**src/source/pps_sync_defs.svh**
```systemverilog
// PPS sync constants
// Generator periods, delay-line depth and register map addresses shared by
// the register block and the PPS data path

`ifndef PPS_SYNC_DEFS_SVH
`define PPS_SYNC_DEFS_SVH

// Internal PPS periods in base reference clock cycles, scaled down for
// simulation. The 10M value stands for a 10 MHz reference
`define PPS_PERIOD_10M 400
`define PPS_PERIOD_25M 1000

// Number of stages in the PPS delay line, output register included
`define PPS_DELAY_DEPTH 64

// Register addresses on the configuration bus
`define REG_ADDR_CTRL     2'd0
`define REG_ADDR_SYNC_DLY 2'd1
`define REG_ADDR_PPS_DLY  2'd2
`define REG_ADDR_STATUS   2'd3

`endif

```
**src/source/pps_sync_pkg.sv**
```systemverilog
// PPS sync types
// Width typedefs, configuration and bus structs, and the LMK sync FSM states

`default_nettype none

package pps_sync_pkg;

  // Source select: 0 internal 10M, 1 internal 25M, anything else external
  typedef logic [1:0]  pps_sel_t;
  typedef logic [7:0]  sync_delay_t;
  typedef logic [5:0]  pps_delay_t;
  typedef logic [1:0]  reg_addr_t;
  typedef logic [15:0] reg_data_t;

  // Configuration fields as held by the register block
  typedef struct packed {
    pps_sel_t    pps_sel;
    logic        sync_trigger;
    sync_delay_t sync_delay;
    pps_delay_t  pps_delay;
  } pps_cfg_t;

  // Bus command, valid while req is high
  typedef struct packed {
    logic      write;
    reg_addr_t addr;
    reg_data_t wdata;
  } reg_req_t;

  typedef enum logic [1:0] {IDLE, ARMED, COUNT, DONE} sync_state_t;

endpackage

`default_nettype wire

```
**src/source/pps_pulse_gen.sv**
```systemverilog
// Internal PPS generator
// Free-running modulo-PERIOD counter with a registered compare that gives a
// pulse train high for the first quarter of each period

`timescale 1ns/1ps
`default_nettype none

`include "pps_sync_defs.svh"

module pps_pulse_gen #(
  parameter int PERIOD = `PPS_PERIOD_10M
) (
  input  wire  base_ref_clk,
  input  wire  brc_rst,
  output logic pps_o
);

  localparam int CNT_W       = $clog2(PERIOD);
  localparam int HIGH_CYCLES = PERIOD / 4;

  logic [CNT_W-1:0] cnt;

  // Counter wraps after PERIOD cycles and restarts from zero on reset
  always_ff @(posedge base_ref_clk) begin
    if (brc_rst) begin
      cnt <= '0;
    end else if (cnt == CNT_W'(PERIOD - 1)) begin
      cnt <= '0;
    end else begin
      cnt <= cnt + 1'b1;
    end
  end

  // 25% duty cycle, one cycle behind the counter
  always_ff @(posedge base_ref_clk) begin
    if (brc_rst) begin
      pps_o <= 1'b0;
    end else begin
      pps_o <= (cnt < CNT_W'(HIGH_CYCLES));
    end
  end

endmodule

`default_nettype wire

```
**src/source/pps_source_select.sv**
```systemverilog
// PPS source select
// Generates the two internal PPS trains, double-registers the external PPS
// and registers the selected source onto the common PPS line

`timescale 1ns/1ps
`default_nettype none

`include "pps_sync_defs.svh"

module pps_source_select
  import pps_sync_pkg::*;
(
  input  wire      base_ref_clk,
  input  wire      brc_rst,
  input  wire      pps_ext_i,
  input  pps_sel_t pps_sel_i,
  output logic     pps_o
);

  localparam pps_sel_t SEL_INT_10M = 2'd0;
  localparam pps_sel_t SEL_INT_25M = 2'd1;

  logic pps_int_10m;
  logic pps_int_25m;
  logic pps_ext_meta;
  logic pps_ext_sync;

  // ------------------------------------------------------------
  // Internal generators, one per reference rate
  // ------------------------------------------------------------
  pps_pulse_gen #(
    .PERIOD (`PPS_PERIOD_10M)
  ) u_gen_10m (
    .base_ref_clk (base_ref_clk),
    .brc_rst      (brc_rst),
    .pps_o        (pps_int_10m)
  );

  pps_pulse_gen #(
    .PERIOD (`PPS_PERIOD_25M)
  ) u_gen_25m (
    .base_ref_clk (base_ref_clk),
    .brc_rst      (brc_rst),
    .pps_o        (pps_int_25m)
  );

  // External PPS is asynchronous to the board clock, so two flops guard
  // the mux against metastability
  always_ff @(posedge base_ref_clk) begin
    if (brc_rst) begin
      pps_ext_meta <= 1'b0;
      pps_ext_sync <= 1'b0;
    end else begin
      pps_ext_meta <= pps_ext_i;
      pps_ext_sync <= pps_ext_meta;
    end
  end

  // Switching source is not aligned to any PPS edge and may glitch once
  always_ff @(posedge base_ref_clk) begin
    if (brc_rst) begin
      pps_o <= 1'b0;
    end else begin
      case (pps_sel_i)
        SEL_INT_10M: pps_o <= pps_int_10m;
        SEL_INT_25M: pps_o <= pps_int_25m;
        default:     pps_o <= pps_ext_sync;
      endcase
    end
  end

endmodule

`default_nettype wire

```
**src/source/pps_sync_regs.sv**
```systemverilog
// PPS sync configuration registers
// Serves the four-phase req/ack bus, holds CTRL, SYNC_DLY and PPS_DLY and
// reports the LMK sync done flag through STATUS

`timescale 1ns/1ps
`default_nettype none

`include "pps_sync_defs.svh"

module pps_sync_regs
  import pps_sync_pkg::*;
(
  input  wire        base_ref_clk,
  input  wire        brc_rst,
  input  wire        bus_req_i,
  input  reg_req_t   bus_cmd_i,
  output logic       bus_ack_o,
  output reg_data_t  bus_rdata_o,
  input  wire        sync_done_i,
  output pps_cfg_t   cfg_o
);

  pps_cfg_t  cfg_q;
  reg_data_t rd_value;

  // Read mux, fields placed at their register bit positions
  always_comb begin
    case (bus_cmd_i.addr)
      `REG_ADDR_CTRL:     rd_value = {11'd0, cfg_q.sync_trigger, 2'd0, cfg_q.pps_sel};
      `REG_ADDR_SYNC_DLY: rd_value = {8'd0, cfg_q.sync_delay};
      `REG_ADDR_PPS_DLY:  rd_value = {10'd0, cfg_q.pps_delay};
      default:            rd_value = {15'd0, sync_done_i};
    endcase
  end

  // ------------------------------------------------------------
  // Four-phase handshake
  // ------------------------------------------------------------
  // The access happens once, on the first cycle with req high and ack low.
  // Ack then stays up until req is seen low again
  always_ff @(posedge base_ref_clk) begin
    if (brc_rst) begin
      bus_ack_o <= 1'b0;
      cfg_q     <= '0;
    end else if (bus_req_i && !bus_ack_o) begin
      bus_ack_o <= 1'b1;
      if (bus_cmd_i.write) begin
        case (bus_cmd_i.addr)
          `REG_ADDR_CTRL: begin
            cfg_q.pps_sel      <= bus_cmd_i.wdata[1:0];
            cfg_q.sync_trigger <= bus_cmd_i.wdata[4];
          end
          `REG_ADDR_SYNC_DLY: cfg_q.sync_delay <= bus_cmd_i.wdata[7:0];
          `REG_ADDR_PPS_DLY:  cfg_q.pps_delay  <= bus_cmd_i.wdata[5:0];
          // STATUS is read-only
          default: ;
        endcase
      end
    end else if (!bus_req_i && bus_ack_o) begin
      bus_ack_o <= 1'b0;
    end
  end

  // Read data is captured with the access and stays valid during ack
  always_ff @(posedge base_ref_clk) begin
    if (bus_req_i && !bus_ack_o) begin
      bus_rdata_o <= rd_value;
    end
  end

  assign cfg_o = cfg_q;

endmodule

`default_nettype wire

```
**src/source/lmk_sync_ctrl.sv**
```systemverilog
// LMK SYNC control
// Waits for a trigger, then issues a one-cycle SYNC a programmable number of
// cycles after the next PPS rising edge and flags completion until released

`timescale 1ns/1ps
`default_nettype none

module lmk_sync_ctrl
  import pps_sync_pkg::*;
(
  input  wire         base_ref_clk,
  input  wire         brc_rst,
  input  wire         pps_i,
  input  wire         sync_trigger_i,
  input  sync_delay_t sync_delay_i,
  output logic        lmk_sync_o,
  output logic        sync_done_o
);

  sync_state_t state;
  sync_delay_t delay_cnt;
  logic        pps_d;
  logic        pps_rise;
  logic        sync_int;

  // ------------------------------------------------------------
  // PPS edge detect
  // ------------------------------------------------------------
  always_ff @(posedge base_ref_clk) begin
    if (brc_rst) begin
      pps_d <= 1'b0;
    end else begin
      pps_d <= pps_i;
    end
  end

  assign pps_rise = pps_i & ~pps_d;

  // ------------------------------------------------------------
  // Sync FSM
  // ------------------------------------------------------------
  always_ff @(posedge base_ref_clk) begin
    if (brc_rst) begin
      state       <= IDLE;
      sync_int    <= 1'b0;
      sync_done_o <= 1'b0;
    end else begin
      case (state)
        // Nothing happens until software sets the trigger
        IDLE: begin
          if (sync_trigger_i) begin
            state <= ARMED;
          end
        end
        // Delay is reloaded every cycle so the latest setting is used
        ARMED: begin
          delay_cnt <= sync_delay_i;
          if (pps_rise) begin
            state <= COUNT;
          end
        end
        COUNT: begin
          delay_cnt <= delay_cnt - 1'b1;
          if (delay_cnt == '0) begin
            sync_int <= 1'b1;
            state    <= DONE;
          end
        end
        // Done is held until the trigger goes away, which rearms nothing
        DONE: begin
          sync_int    <= 1'b0;
          sync_done_o <= 1'b1;
          if (!sync_trigger_i) begin
            sync_done_o <= 1'b0;
            state       <= IDLE;
          end
        end
        default: state <= IDLE;
      endcase
    end
  end

  // Falling edge capture gives the LMK half a cycle of hold margin
  always_ff @(negedge base_ref_clk) begin
    if (brc_rst) begin
      lmk_sync_o <= 1'b0;
    end else begin
      lmk_sync_o <= sync_int;
    end
  end

endmodule

`default_nettype wire

```
**src/source/pps_delay_line.sv**
```systemverilog
// PPS delay line
// Shift register with a programmable registered tap, delaying the PPS by
// the tap value plus one cycle

`timescale 1ns/1ps
`default_nettype none

`include "pps_sync_defs.svh"

module pps_delay_line
  import pps_sync_pkg::*;
(
  input  wire        base_ref_clk,
  input  wire        brc_rst,
  input  wire        pps_i,
  input  pps_delay_t pps_delay_i,
  output logic       pps_dly_o
);

  localparam int DEPTH = `PPS_DELAY_DEPTH;

  // The output register is the last stage, so the chain holds one less
  logic [DEPTH-2:0] shreg;
  logic [DEPTH-1:0] taps;

  // Tap 0 is the live input, which makes the minimum delay one cycle
  assign taps = {shreg, pps_i};

  always_ff @(posedge base_ref_clk) begin
    if (brc_rst) begin
      shreg     <= '0;
      pps_dly_o <= 1'b0;
    end else begin
      shreg     <= {shreg[DEPTH-3:0], pps_i};
      pps_dly_o <= taps[pps_delay_i];
    end
  end

endmodule

`default_nettype wire

```
**src/source/pps_sync_top.sv**
```systemverilog
// PPS conditioning top level
// Register block, source select, LMK sync control and delay line, all on
// the base reference clock

`timescale 1ns/1ps
`default_nettype none

module pps_sync_top
  import pps_sync_pkg::*;
(
  input  wire       base_ref_clk,
  input  wire       brc_rst,
  input  wire       pps_ext_i,
  input  wire       bus_req_i,
  input  reg_req_t  bus_cmd_i,
  output logic      bus_ack_o,
  output reg_data_t bus_rdata_o,
  output logic      pps_o,
  output logic      pps_dly_o,
  output logic      lmk_sync_o
);

  pps_cfg_t cfg;
  logic     sync_done;

  pps_sync_regs u_regs (
    .base_ref_clk (base_ref_clk),
    .brc_rst      (brc_rst),
    .bus_req_i    (bus_req_i),
    .bus_cmd_i    (bus_cmd_i),
    .bus_ack_o    (bus_ack_o),
    .bus_rdata_o  (bus_rdata_o),
    .sync_done_i  (sync_done),
    .cfg_o        (cfg)
  );

  // Selected PPS feeds the output, the sync FSM and the delay line
  pps_source_select u_source_select (
    .base_ref_clk (base_ref_clk),
    .brc_rst      (brc_rst),
    .pps_ext_i    (pps_ext_i),
    .pps_sel_i    (cfg.pps_sel),
    .pps_o        (pps_o)
  );

  lmk_sync_ctrl u_sync_ctrl (
    .base_ref_clk   (base_ref_clk),
    .brc_rst        (brc_rst),
    .pps_i          (pps_o),
    .sync_trigger_i (cfg.sync_trigger),
    .sync_delay_i   (cfg.sync_delay),
    .lmk_sync_o     (lmk_sync_o),
    .sync_done_o    (sync_done)
  );

  pps_delay_line u_delay_line (
    .base_ref_clk (base_ref_clk),
    .brc_rst      (brc_rst),
    .pps_i        (pps_o),
    .pps_delay_i  (cfg.pps_delay),
    .pps_dly_o    (pps_dly_o)
  );

endmodule

`default_nettype wire

```
**config.mk**
```make
export PLATFORM = sky130hd
export DESIGN_NAME = pps_sync_top
export DESIGN_NICKNAME = d
export VERILOG_FILES = /design/src/source/pps_sync_pkg.sv /design/src/source/pps_pulse_gen.sv /design/src/source/pps_source_select.sv /design/src/source/pps_sync_regs.sv /design/src/source/lmk_sync_ctrl.sv /design/src/source/pps_delay_line.sv /design/src/source/pps_sync_top.sv
export VERILOG_INCLUDE_DIRS = /design/src /design/src/source
export SDC_FILE = /design/constraint.sdc
export NUM_CORES = 1
export LEC_CHECK = 0
export ABC_AREA = 1
export BUFFER_PORTS_ARGS = -buffer_cell sky130_fd_sc_hd__buf_2
export CORE_AREA = 5 5 97 99
export CTS_CLUSTER_DIAMETER = 80
export DETAILED_ROUTE_END_ITERATION = 10
export DIE_AREA = 0 0 102 104
export MAX_ROUTING_LAYER = met4
export PLACE_DENSITY = 0.93
export SLEW_MARGIN = 10
export SYNTH_ARGS = -nofsm -noshare
export SYNTH_HDL_FRONTEND = slang
export SYNTH_SLANG_ARGS = --single-unit
```
**constraint.sdc**
```tcl
create_clock -name base_ref_clk -period 4.25 [get_ports base_ref_clk]
set_input_delay 0.2125 -clock base_ref_clk [delete_from_list [all_inputs] [get_ports base_ref_clk]]
set_output_delay 0.2125 -clock base_ref_clk [all_outputs]
set_load 0.02 [all_outputs]
```
==> results.sh, run 1 <==
export IMPL_outcome="finished, final reports clean"
export IMPL_fill_cells=556
export IMPL_r2r_start="u_sync_ctrl.sync_int$_SDFFE_PP0P_"
export IMPL_die_area_mm2=0.0106
export IMPL_drcViolationCount=0
export IMPL_criticalPathCategory="flop to output pin"
export IMPL_crit_family="flip-flops"
export IMPL_final_hold_viol_count=0
export IMPL_dp_hpwl_um=6960
export IMPL_leakage_nw=2.37
export IMPL_slew_viol_final=0
export IMPL_cts_resized=0
export IMPL_drt_wl_total_um=11900
export IMPL_synthCells=666
export IMPL_synth_edf_count=16
export IMPL_syn_area_mm2=0.00525
export IMPL_cts_sinks=127
export IMPL_async_flop_share=0
export IMPL_core_mm2=0.00847
export IMPL_internal_power_mw=2.32
export IMPL_postRouteAntennaNets=0
export IMPL_grt_pass1_vias=4289
export IMPL_syn_to_final_growth_pct=14.4
export IMPL_yosysWarnings=0
export IMPL_vias=4415
export IMPL_mostFrequentLayoutCells="nand2_1 (113), dfxtp_1 (111), inv_1 (108), nor2_1 (103), nand3_1 (60)"
export IMPL_final_setup_tns_ns=0
export IMPL_arrival_ns=3.10
export IMPL_crit_path_start_kind="flop"
export IMPL_dpl_cell_area_mm2=0.00534
export IMPL_hp_class="input port to flop"
export IMPL_r2r_end="u_sync_ctrl.lmk_sync_o$_SDFF_NP0_"
export IMPL_viasPerCell=5.44
export IMPL_rows=34
export IMPL_start_util=0.620
export IMPL_synth_simple_area_share=0.245
export IMPL_worst_path_max_delay_cell="dfxtp_1"
export IMPL_cts_setup_buffers=0
export IMPL_wl_per_cell_um=14.6
export IMPL_drt_iter0_drc=462
export IMPL_synth_avg_cell_area_um2=7.88
export IMPL_ctsHoldBuffers=4
export IMPL_worst_slew_pin_slew_ns=0.785
export IMPL_cts_buffers=17
export IMPL_dieHeight_um=104
export IMPL_peakVddDrop_mv=0.379
export IMPL_cts_tree="done"
export IMPL_drv_cap=0
export IMPL_end_kind="output pin"
export IMPL_setup_violations=0
export IMPL_diodes=0
export IMPL_yosys_area_share_adder=0.0214
export IMPL_design_area_mm2=0.00601
export IMPL_synth_mux_area_frac=0.00191
export IMPL_dr_pass1_iters=6
export IMPL_crit_buf_inv=1
export IMPL_seq_area_frac_synth=0.515
export IMPL_cp_endpoint="lmk_sync_o"
export IMPL_worstSetupStartpoint="u_sync_ctrl.lmk_sync_o$_SDFF_NP0_"
export IMPL_total_power_mw=3.13
export IMPL_switching_share=0.258
export IMPL_nets=723
export IMPL_grt_total_usage=0.239
export IMPL_clock_skew_ns=0.0177
export IMPL_grt_pass1_wl_um=19800
export IMPL_synth_flop_cell="dfxtp_1"
export IMPL_io_pins=43
export IMPL_drive_gt1_frac=0.108
export IMPL_cp_depth=1
export IMPL_switching_power_mw=0.809
export IMPL_gp_congestion=0.959
export IMPL_grt_max_degree=72
export IMPL_worstPathRequired_ns=4.04
export IMPL_share_seq_of_total_power=0.425
export IMPL_r2r_slack_ns=1.59
export IMPL_synth_compound_area_frac=0.0856
export IMPL_powerDensity_mw_per_mm2=521
export IMPL_cts_buffer_depth=2
export IMPL_portBuffers=26
export IMPL_clk_pin_slew_ns=0.06
export IMPL_insertion_delay_ns=0.52
export IMPL_cts_root_buf="clkbuf_8"
export IMPL_reg2reg_depth=2
export IMPL_synth_seq_cells=127
export IMPL_clock_power_share=0.469
export IMPL_die_w_um=102
export IMPL_synth_top_family_by_area="simple AND/OR/NAND/NOR gates"
export IMPL_crit_chain="buf_2"
export IMPL_ys_types=43
export IMPL_slew_headroom=0.476
export IMPL_htreeDepth=4
export IMPL_grt_ovfl_total=0
export IMPL_crit_fanout=1
export IMPL_rsz0062_at_grt="false"
export IMPL_combinationalPowerShare=0.106
export IMPL_synth_xor_area_frac=0.00834
export IMPL_mostFrequentLayoutCell="nand2_1"
export IMPL_antenna_found_initial=0
export IMPL_critPathMaxStageDelay_ns=0.31
-- sequential cells by signal (all words and copies together), names as in the netlist, 2 cells and up --
register	flops
u_source_select.u_gen_25m.cnt	10
u_sync_ctrl.state	2
u_delay_line.shreg	63
u_sync_ctrl.delay_cnt	8
u_source_select.u_gen_10m.cnt	9
u_regs.cfg_o	17
u_regs.bus_rdata_o	8
-- power by group through the flow --
stage / sequential [mW] / combinational (mW) / clock (mW)
2_1_floorplan: 1.36 / 0.230 / 0.00294
3_3_place_gp: 1.35 / 0.287 / 0.00294
3_5_place_dp: 1.35 / 0.307 / 0.00294
4_1_cts: 1.33 / 0.325 / 1.48
5_1_grt: 1.34 / 0.368 / 1.53
6_report: 1.33 / 0.330 / 1.47
-- synth_stat cells (all sizes together), types with 2 or more instances --
library cell | instances | area share
a21oi | 33 | 0.032
buf | 22 | 0.033
clkbuf | 11 | 0.0079
dfxtp | 111 | 0.42
edfxtp | 16 | 0.092
ha | 9 | 0.021
inv | 111 | 0.080
nand2 | 113 | 0.081
nand3 | 62 | 0.061
nor2 | 108 | 0.081
nor3 | 6 | 0.0067
nor3b | 3 | 0.0043
nor4 | 3 | 0.0036
o21a | 2 | 0.0029
o21ai | 33 | 0.031
o221ai | 2 | 0.0033
o22ai | 3 | 0.0036
or3 | 2 | 0.0033
xnor2 | 3 | 0.0050
xor2 | 2 | 0.0033
-- cell families (layout without fill, tap and decap cells) --
| group | Yosys count | in the layout |
|---|---|---|
| buffers and inverters | 145 | 176 |
| multiplexers | 1 | 1 |
| flip-flops | 127 | 127 |
| AO/OA/AOI/OAI | 77 | 77 |
| other | 1 | 8 |
| adder cells (fa/ha/maj) | 9 | 9 |
| AND/OR/NAND/NOR | 301 | 301 |
| XOR/XNOR | 5 | 5 |
-- routing by layer --
layer	GRT usage	share of wire	up-vias
met5	-	0	-
met4	0.0947	0.029	0
met3	0.0530	0.083	45
met2	0.385	0.50	240
met1	0.288	0.39	2009
li1	-	-	2121
-- worst min-delay path by stage --
stage	startpoint	to	slack, ns	depth (start not counted)
finish	bus_cmd_i[1]	u_regs.cfg_o[7]$_SDFFE_PP0P_	0.03	3
global route	bus_cmd_i[1]	u_regs.cfg_o[7]$_SDFFE_PP0P_	0.02	3
CTS	bus_cmd_i[1]	u_regs.cfg_o[7]$_SDFFE_PP0P_	0.004	3
detailed placement	u_delay_line.shreg[23]$_SDFF_PP0_	u_delay_line.shreg[24]$_SDFF_PP0_	0.41	2
global placement	u_source_select.pps_ext_meta$_SDFF_PP0_	u_source_select.pps_ext_sync$_SDFF_PP0_	0.40	2
floorplan	pps_ext_i	u_source_select.pps_ext_meta$_SDFF_PP0_	0.32	2
-- metrics by stage --
stage	hold slack, ns	utilization	cells	worst slack [ns]
floorplan	0.319	-	673	1.21
global placement	0.402	0.631	776	1.48
detailed placement	0.411	0.631	776	1.48
CTS	0.00393	0.709	812	0.954
global route	0.0166	0.709	812	0.892
finish	0.0263	0.709	812	0.940
-- area by class of cell --
cell class | instances | area (um^2) | area share
clock inverter | 9 | 58.8 | 0.00979
multi-input combinational | 401 | 1930 | 0.322
tap | 108 | 135 | 0.0225
inverter | 111 | 422 | 0.0702
sequential | 127 | 2700 | 0.450
timing repair buffer | 32 | 185 | 0.0308
clock buffer | 24 | 568 | 0.0946
Power figures use the tool's default switching activity.
==> run 2, diff against run 1 <==
--- a/config.mk
+++ b/config.mk
@@ -6,14 +6,14 @@
 export SDC_FILE = /design/constraint.sdc
 export NUM_CORES = 1
 export LEC_CHECK = 0
-export ABC_AREA = 1
+export ABC_AREA = 0
 export BUFFER_PORTS_ARGS = -buffer_cell sky130_fd_sc_hd__buf_2
-export CORE_AREA = 5 5 97 99
+export CORE_AREA = 5 5 103 105
 export CTS_CLUSTER_DIAMETER = 80
 export DETAILED_ROUTE_END_ITERATION = 10
-export DIE_AREA = 0 0 102 104
+export DIE_AREA = 0 0 108 110
 export MAX_ROUTING_LAYER = met4
-export PLACE_DENSITY = 0.93
+export PLACE_DENSITY = 0.84
 export SLEW_MARGIN = 10
 export SYNTH_ARGS = -nofsm -noshare
 export SYNTH_HDL_FRONTEND = slang
==> constraint.sdc (replaced) <==
create_clock -name base_ref_clk -period 2.9 [get_ports base_ref_clk]
set_input_delay 0.145 -clock base_ref_clk [delete_from_list [all_inputs] [get_ports base_ref_clk]]
set_output_delay 0.145 -clock base_ref_clk [all_outputs]
set_load 0.02 [all_outputs]
==> results.sh, run 2 <==
export IMPL_grt_max_degree=63
export IMPL_start_util=0.520
export IMPL_nets=522
export IMPL_die_w_um=108
export IMPL_mostFrequentLayoutCells="dfxtp_1 (111), nor2b_1 (72), nor2_1 (48), nand2_1 (27), buf_2 (26)"
export IMPL_cts_sinks=127
export IMPL_diodes=0
export IMPL_yosysMostFrequentCell="dfxtp_1"
export IMPL_grt_pass1_wl_um=16400
export IMPL_dr_pass1_iters=5
export IMPL_end_kind="output pin"
export IMPL_setup_violations=0
export IMPL_mostFrequentLayoutCell="dfxtp_1"
export IMPL_cts_tree="done"
export IMPL_cts_root_buf="clkbuf_8"
export IMPL_clock_skew_ns=0.0224
export IMPL_crit_buf_inv=1
export IMPL_criticalPathCategory="flop to output pin"
export IMPL_dp_hpwl_um=5990
export IMPL_drv_cap=0
export IMPL_cts_buffers=17
export IMPL_crit_fanout=1
export IMPL_grt_ovfl_total=0
export IMPL_pre_cts_ws_ns=0.613
export IMPL_seq_area_frac_synth=0.544
export IMPL_rows=36
export IMPL_io_pins=43
export IMPL_drive_gt1_frac=0.151
export IMPL_slew_headroom=0.543
export IMPL_outcome="finished, final reports clean"
export IMPL_viasPerCell=5.18
export IMPL_crit_path_start_kind="flop"
export IMPL_top_register="u_delay_line.shreg"
export IMPL_worst_slew_pin_slew_ns=0.685
export IMPL_dieHeight_um=110
export IMPL_synth_avg_cell_area_um2=10.9
export IMPL_peakVddDrop_mv=0.443
export IMPL_gp_congestion=0.853
export IMPL_core_mm2=0.00955
export IMPL_cts_buffer_depth=2
export IMPL_synth_largest_area_cell="dfxtp_1"
export IMPL_critPathMaxStageDelay_ns=0.29
export IMPL_htreeDepth=4
export IMPL_ctsHoldBuffers=9
export IMPL_cts_resized=0
export IMPL_fin_ws_ns=0.380
export IMPL_final_setup_tns_ns=0
export IMPL_slew_viol_final=0
export IMPL_synth_area_leaders="dfxtp_1 (45%), edfxtp_1 (9.7%), nor2b_1 (9.1%), mux4_2 (6.8%), mux2i_1 (3.6%)"
export IMPL_crit_family="flip-flops"
export IMPL_worstPathRequired_ns=2.76
export IMPL_insertion_delay_ns=0.50
export IMPL_async_flop_share=0
export IMPL_die_area_mm2=0.0119
export IMPL_synth_edf_count=16
export IMPL_arrival_ns=2.37
export IMPL_synth_seq_cells=127
export IMPL_drt_wl_total_um=9600
export IMPL_synth_top_area_frac=0.447
export IMPL_wl_per_cell_um=15.1
export IMPL_drt_iter0_drc=157
export IMPL_rsz0062_at_grt="false"
export IMPL_largest_reg_flops=63
export IMPL_ys_types=42
export IMPL_crit_chain="buf_2"
export IMPL_cts_setup_buffers=0
export IMPL_netlist_top_cells_count="dfxtp_1 (111), nor2b_1 (72), nor2_1 (48)"
export IMPL_antenna_found_initial=0
export IMPL_yosysWarnings=0
export IMPL_leakage_nw=2.30
export IMPL_clk_pin_slew_ns=0.06
export IMPL_vias=3292
export IMPL_final_hold_viol_count=0
export IMPL_grt_total_usage=0.182
export IMPL_synthCells=454
export IMPL_worst_path_max_delay_cell="dfxtp_1"
export IMPL_synth_flop_cell="dfxtp_1"
export IMPL_hp_class="input port to flop"
export IMPL_postRouteAntennaNets=0
export IMPL_powerDensity_mw_per_mm2=753
export IMPL_portBuffers=26
export IMPL_drcViolationCount=0
export IMPL_syn_to_final_growth_pct=18.6
export IMPL_grt_pass1_vias=3388
export IMPL_syn_area_mm2=0.00497
==> run 2: cell types whose count changed in the layout (fill, tap and decap cells not counted), moves of 15 or more <==
cell,before,now
nor2_1,103,48
mux2i_1,1,18
o21ai_0,32,4
nand2_1,113,27
inv_1,108,9
nor2b_1,0,72
nand3_1,60,9
mux4_2,0,15
==> run 2: logic make-up (layout without fill, tap and decap cells) <==
family	count (synthesis)	after routing	share of synthesized area
xor gates and xnor gates	18	18	0.0317
AOI/OAI and AO/OA	39	39	0.0499
and+or+nand+nor	185	185	0.192
buffers and inverters	38	80	0.0373
other	1	8	0.000755
muxes	37	37	0.122
adders and majority gates	9	9	0.0227
DFF	127	127	0.544
==> run 2: final cells by class <==
| class | count | area, um^2 |
|---|---|---|
| Clock inverter | 11 | 160 |
| Inverter | 8 | 30.0 |
| Sequential cell | 127 | 2700 |
| Fill cell | 709 | 3660 |
| Multi-Input combinational cell | 296 | 2110 |
| Tap cell | 133 | 166 |
| Clock buffer | 22 | 474 |
| Timing Repair Buffer | 39 | 250 |
==> run 2: per-layer routing <==
metal,part of all wire,GRT usage
met1,0.43,0.215
met3,0.039,0.0454
met4,0.015,0.0595
met2,0.51,0.309
met5,0,-
==> run 2: path summary, 6_finish.rpt <==
path                                           start                                       to  slack (ns)  cells past startpoint
max                u_sync_ctrl.lmk_sync_o$_SDFF_NP0_                               lmk_sync_o        0.38                      1
min                                        bus_req_i            u_regs.bus_ack_o$_SDFFE_PP0P_        0.02                      4
max reg2reg             u_regs.cfg_o[1]$_SDFFE_PP0P_        u_delay_line.pps_dly_o$_SDFF_PP0_        0.68                      6
min reg2reg  u_source_select.pps_ext_meta$_SDFF_PP0_  u_source_select.pps_ext_sync$_SDFF_PP0_        0.43                      1
==> run 2: where the power goes <==
part / switching, mW / total, mW / internal [mW]
registers: 0.0499 / 1.90 / 1.85
logic: 0.182 / 0.303 / 0.121
clock network: 0.741 / 2.23 / 1.49
==> run 2: stage by stage <==
step / cells / area, um^2 / util / total power, mW / hold slack [ns]
2_1_floorplan: 461 / 5000 / - / 2.17 / 0.273
5_1_grt: 636 / 5890 / 0.617 / 4.60 / 0.0608
4_1_cts: 636 / 5890 / 0.617 / 4.46 / 0.0188
3_5_place_dp: 595 / 5170 / 0.542 / 2.24 / 0.403
3_3_place_gp: 595 / 5170 / 0.542 / 2.22 / 0.372
6_report: 636 / 5890 / 0.617 / 4.44 / 0.0226
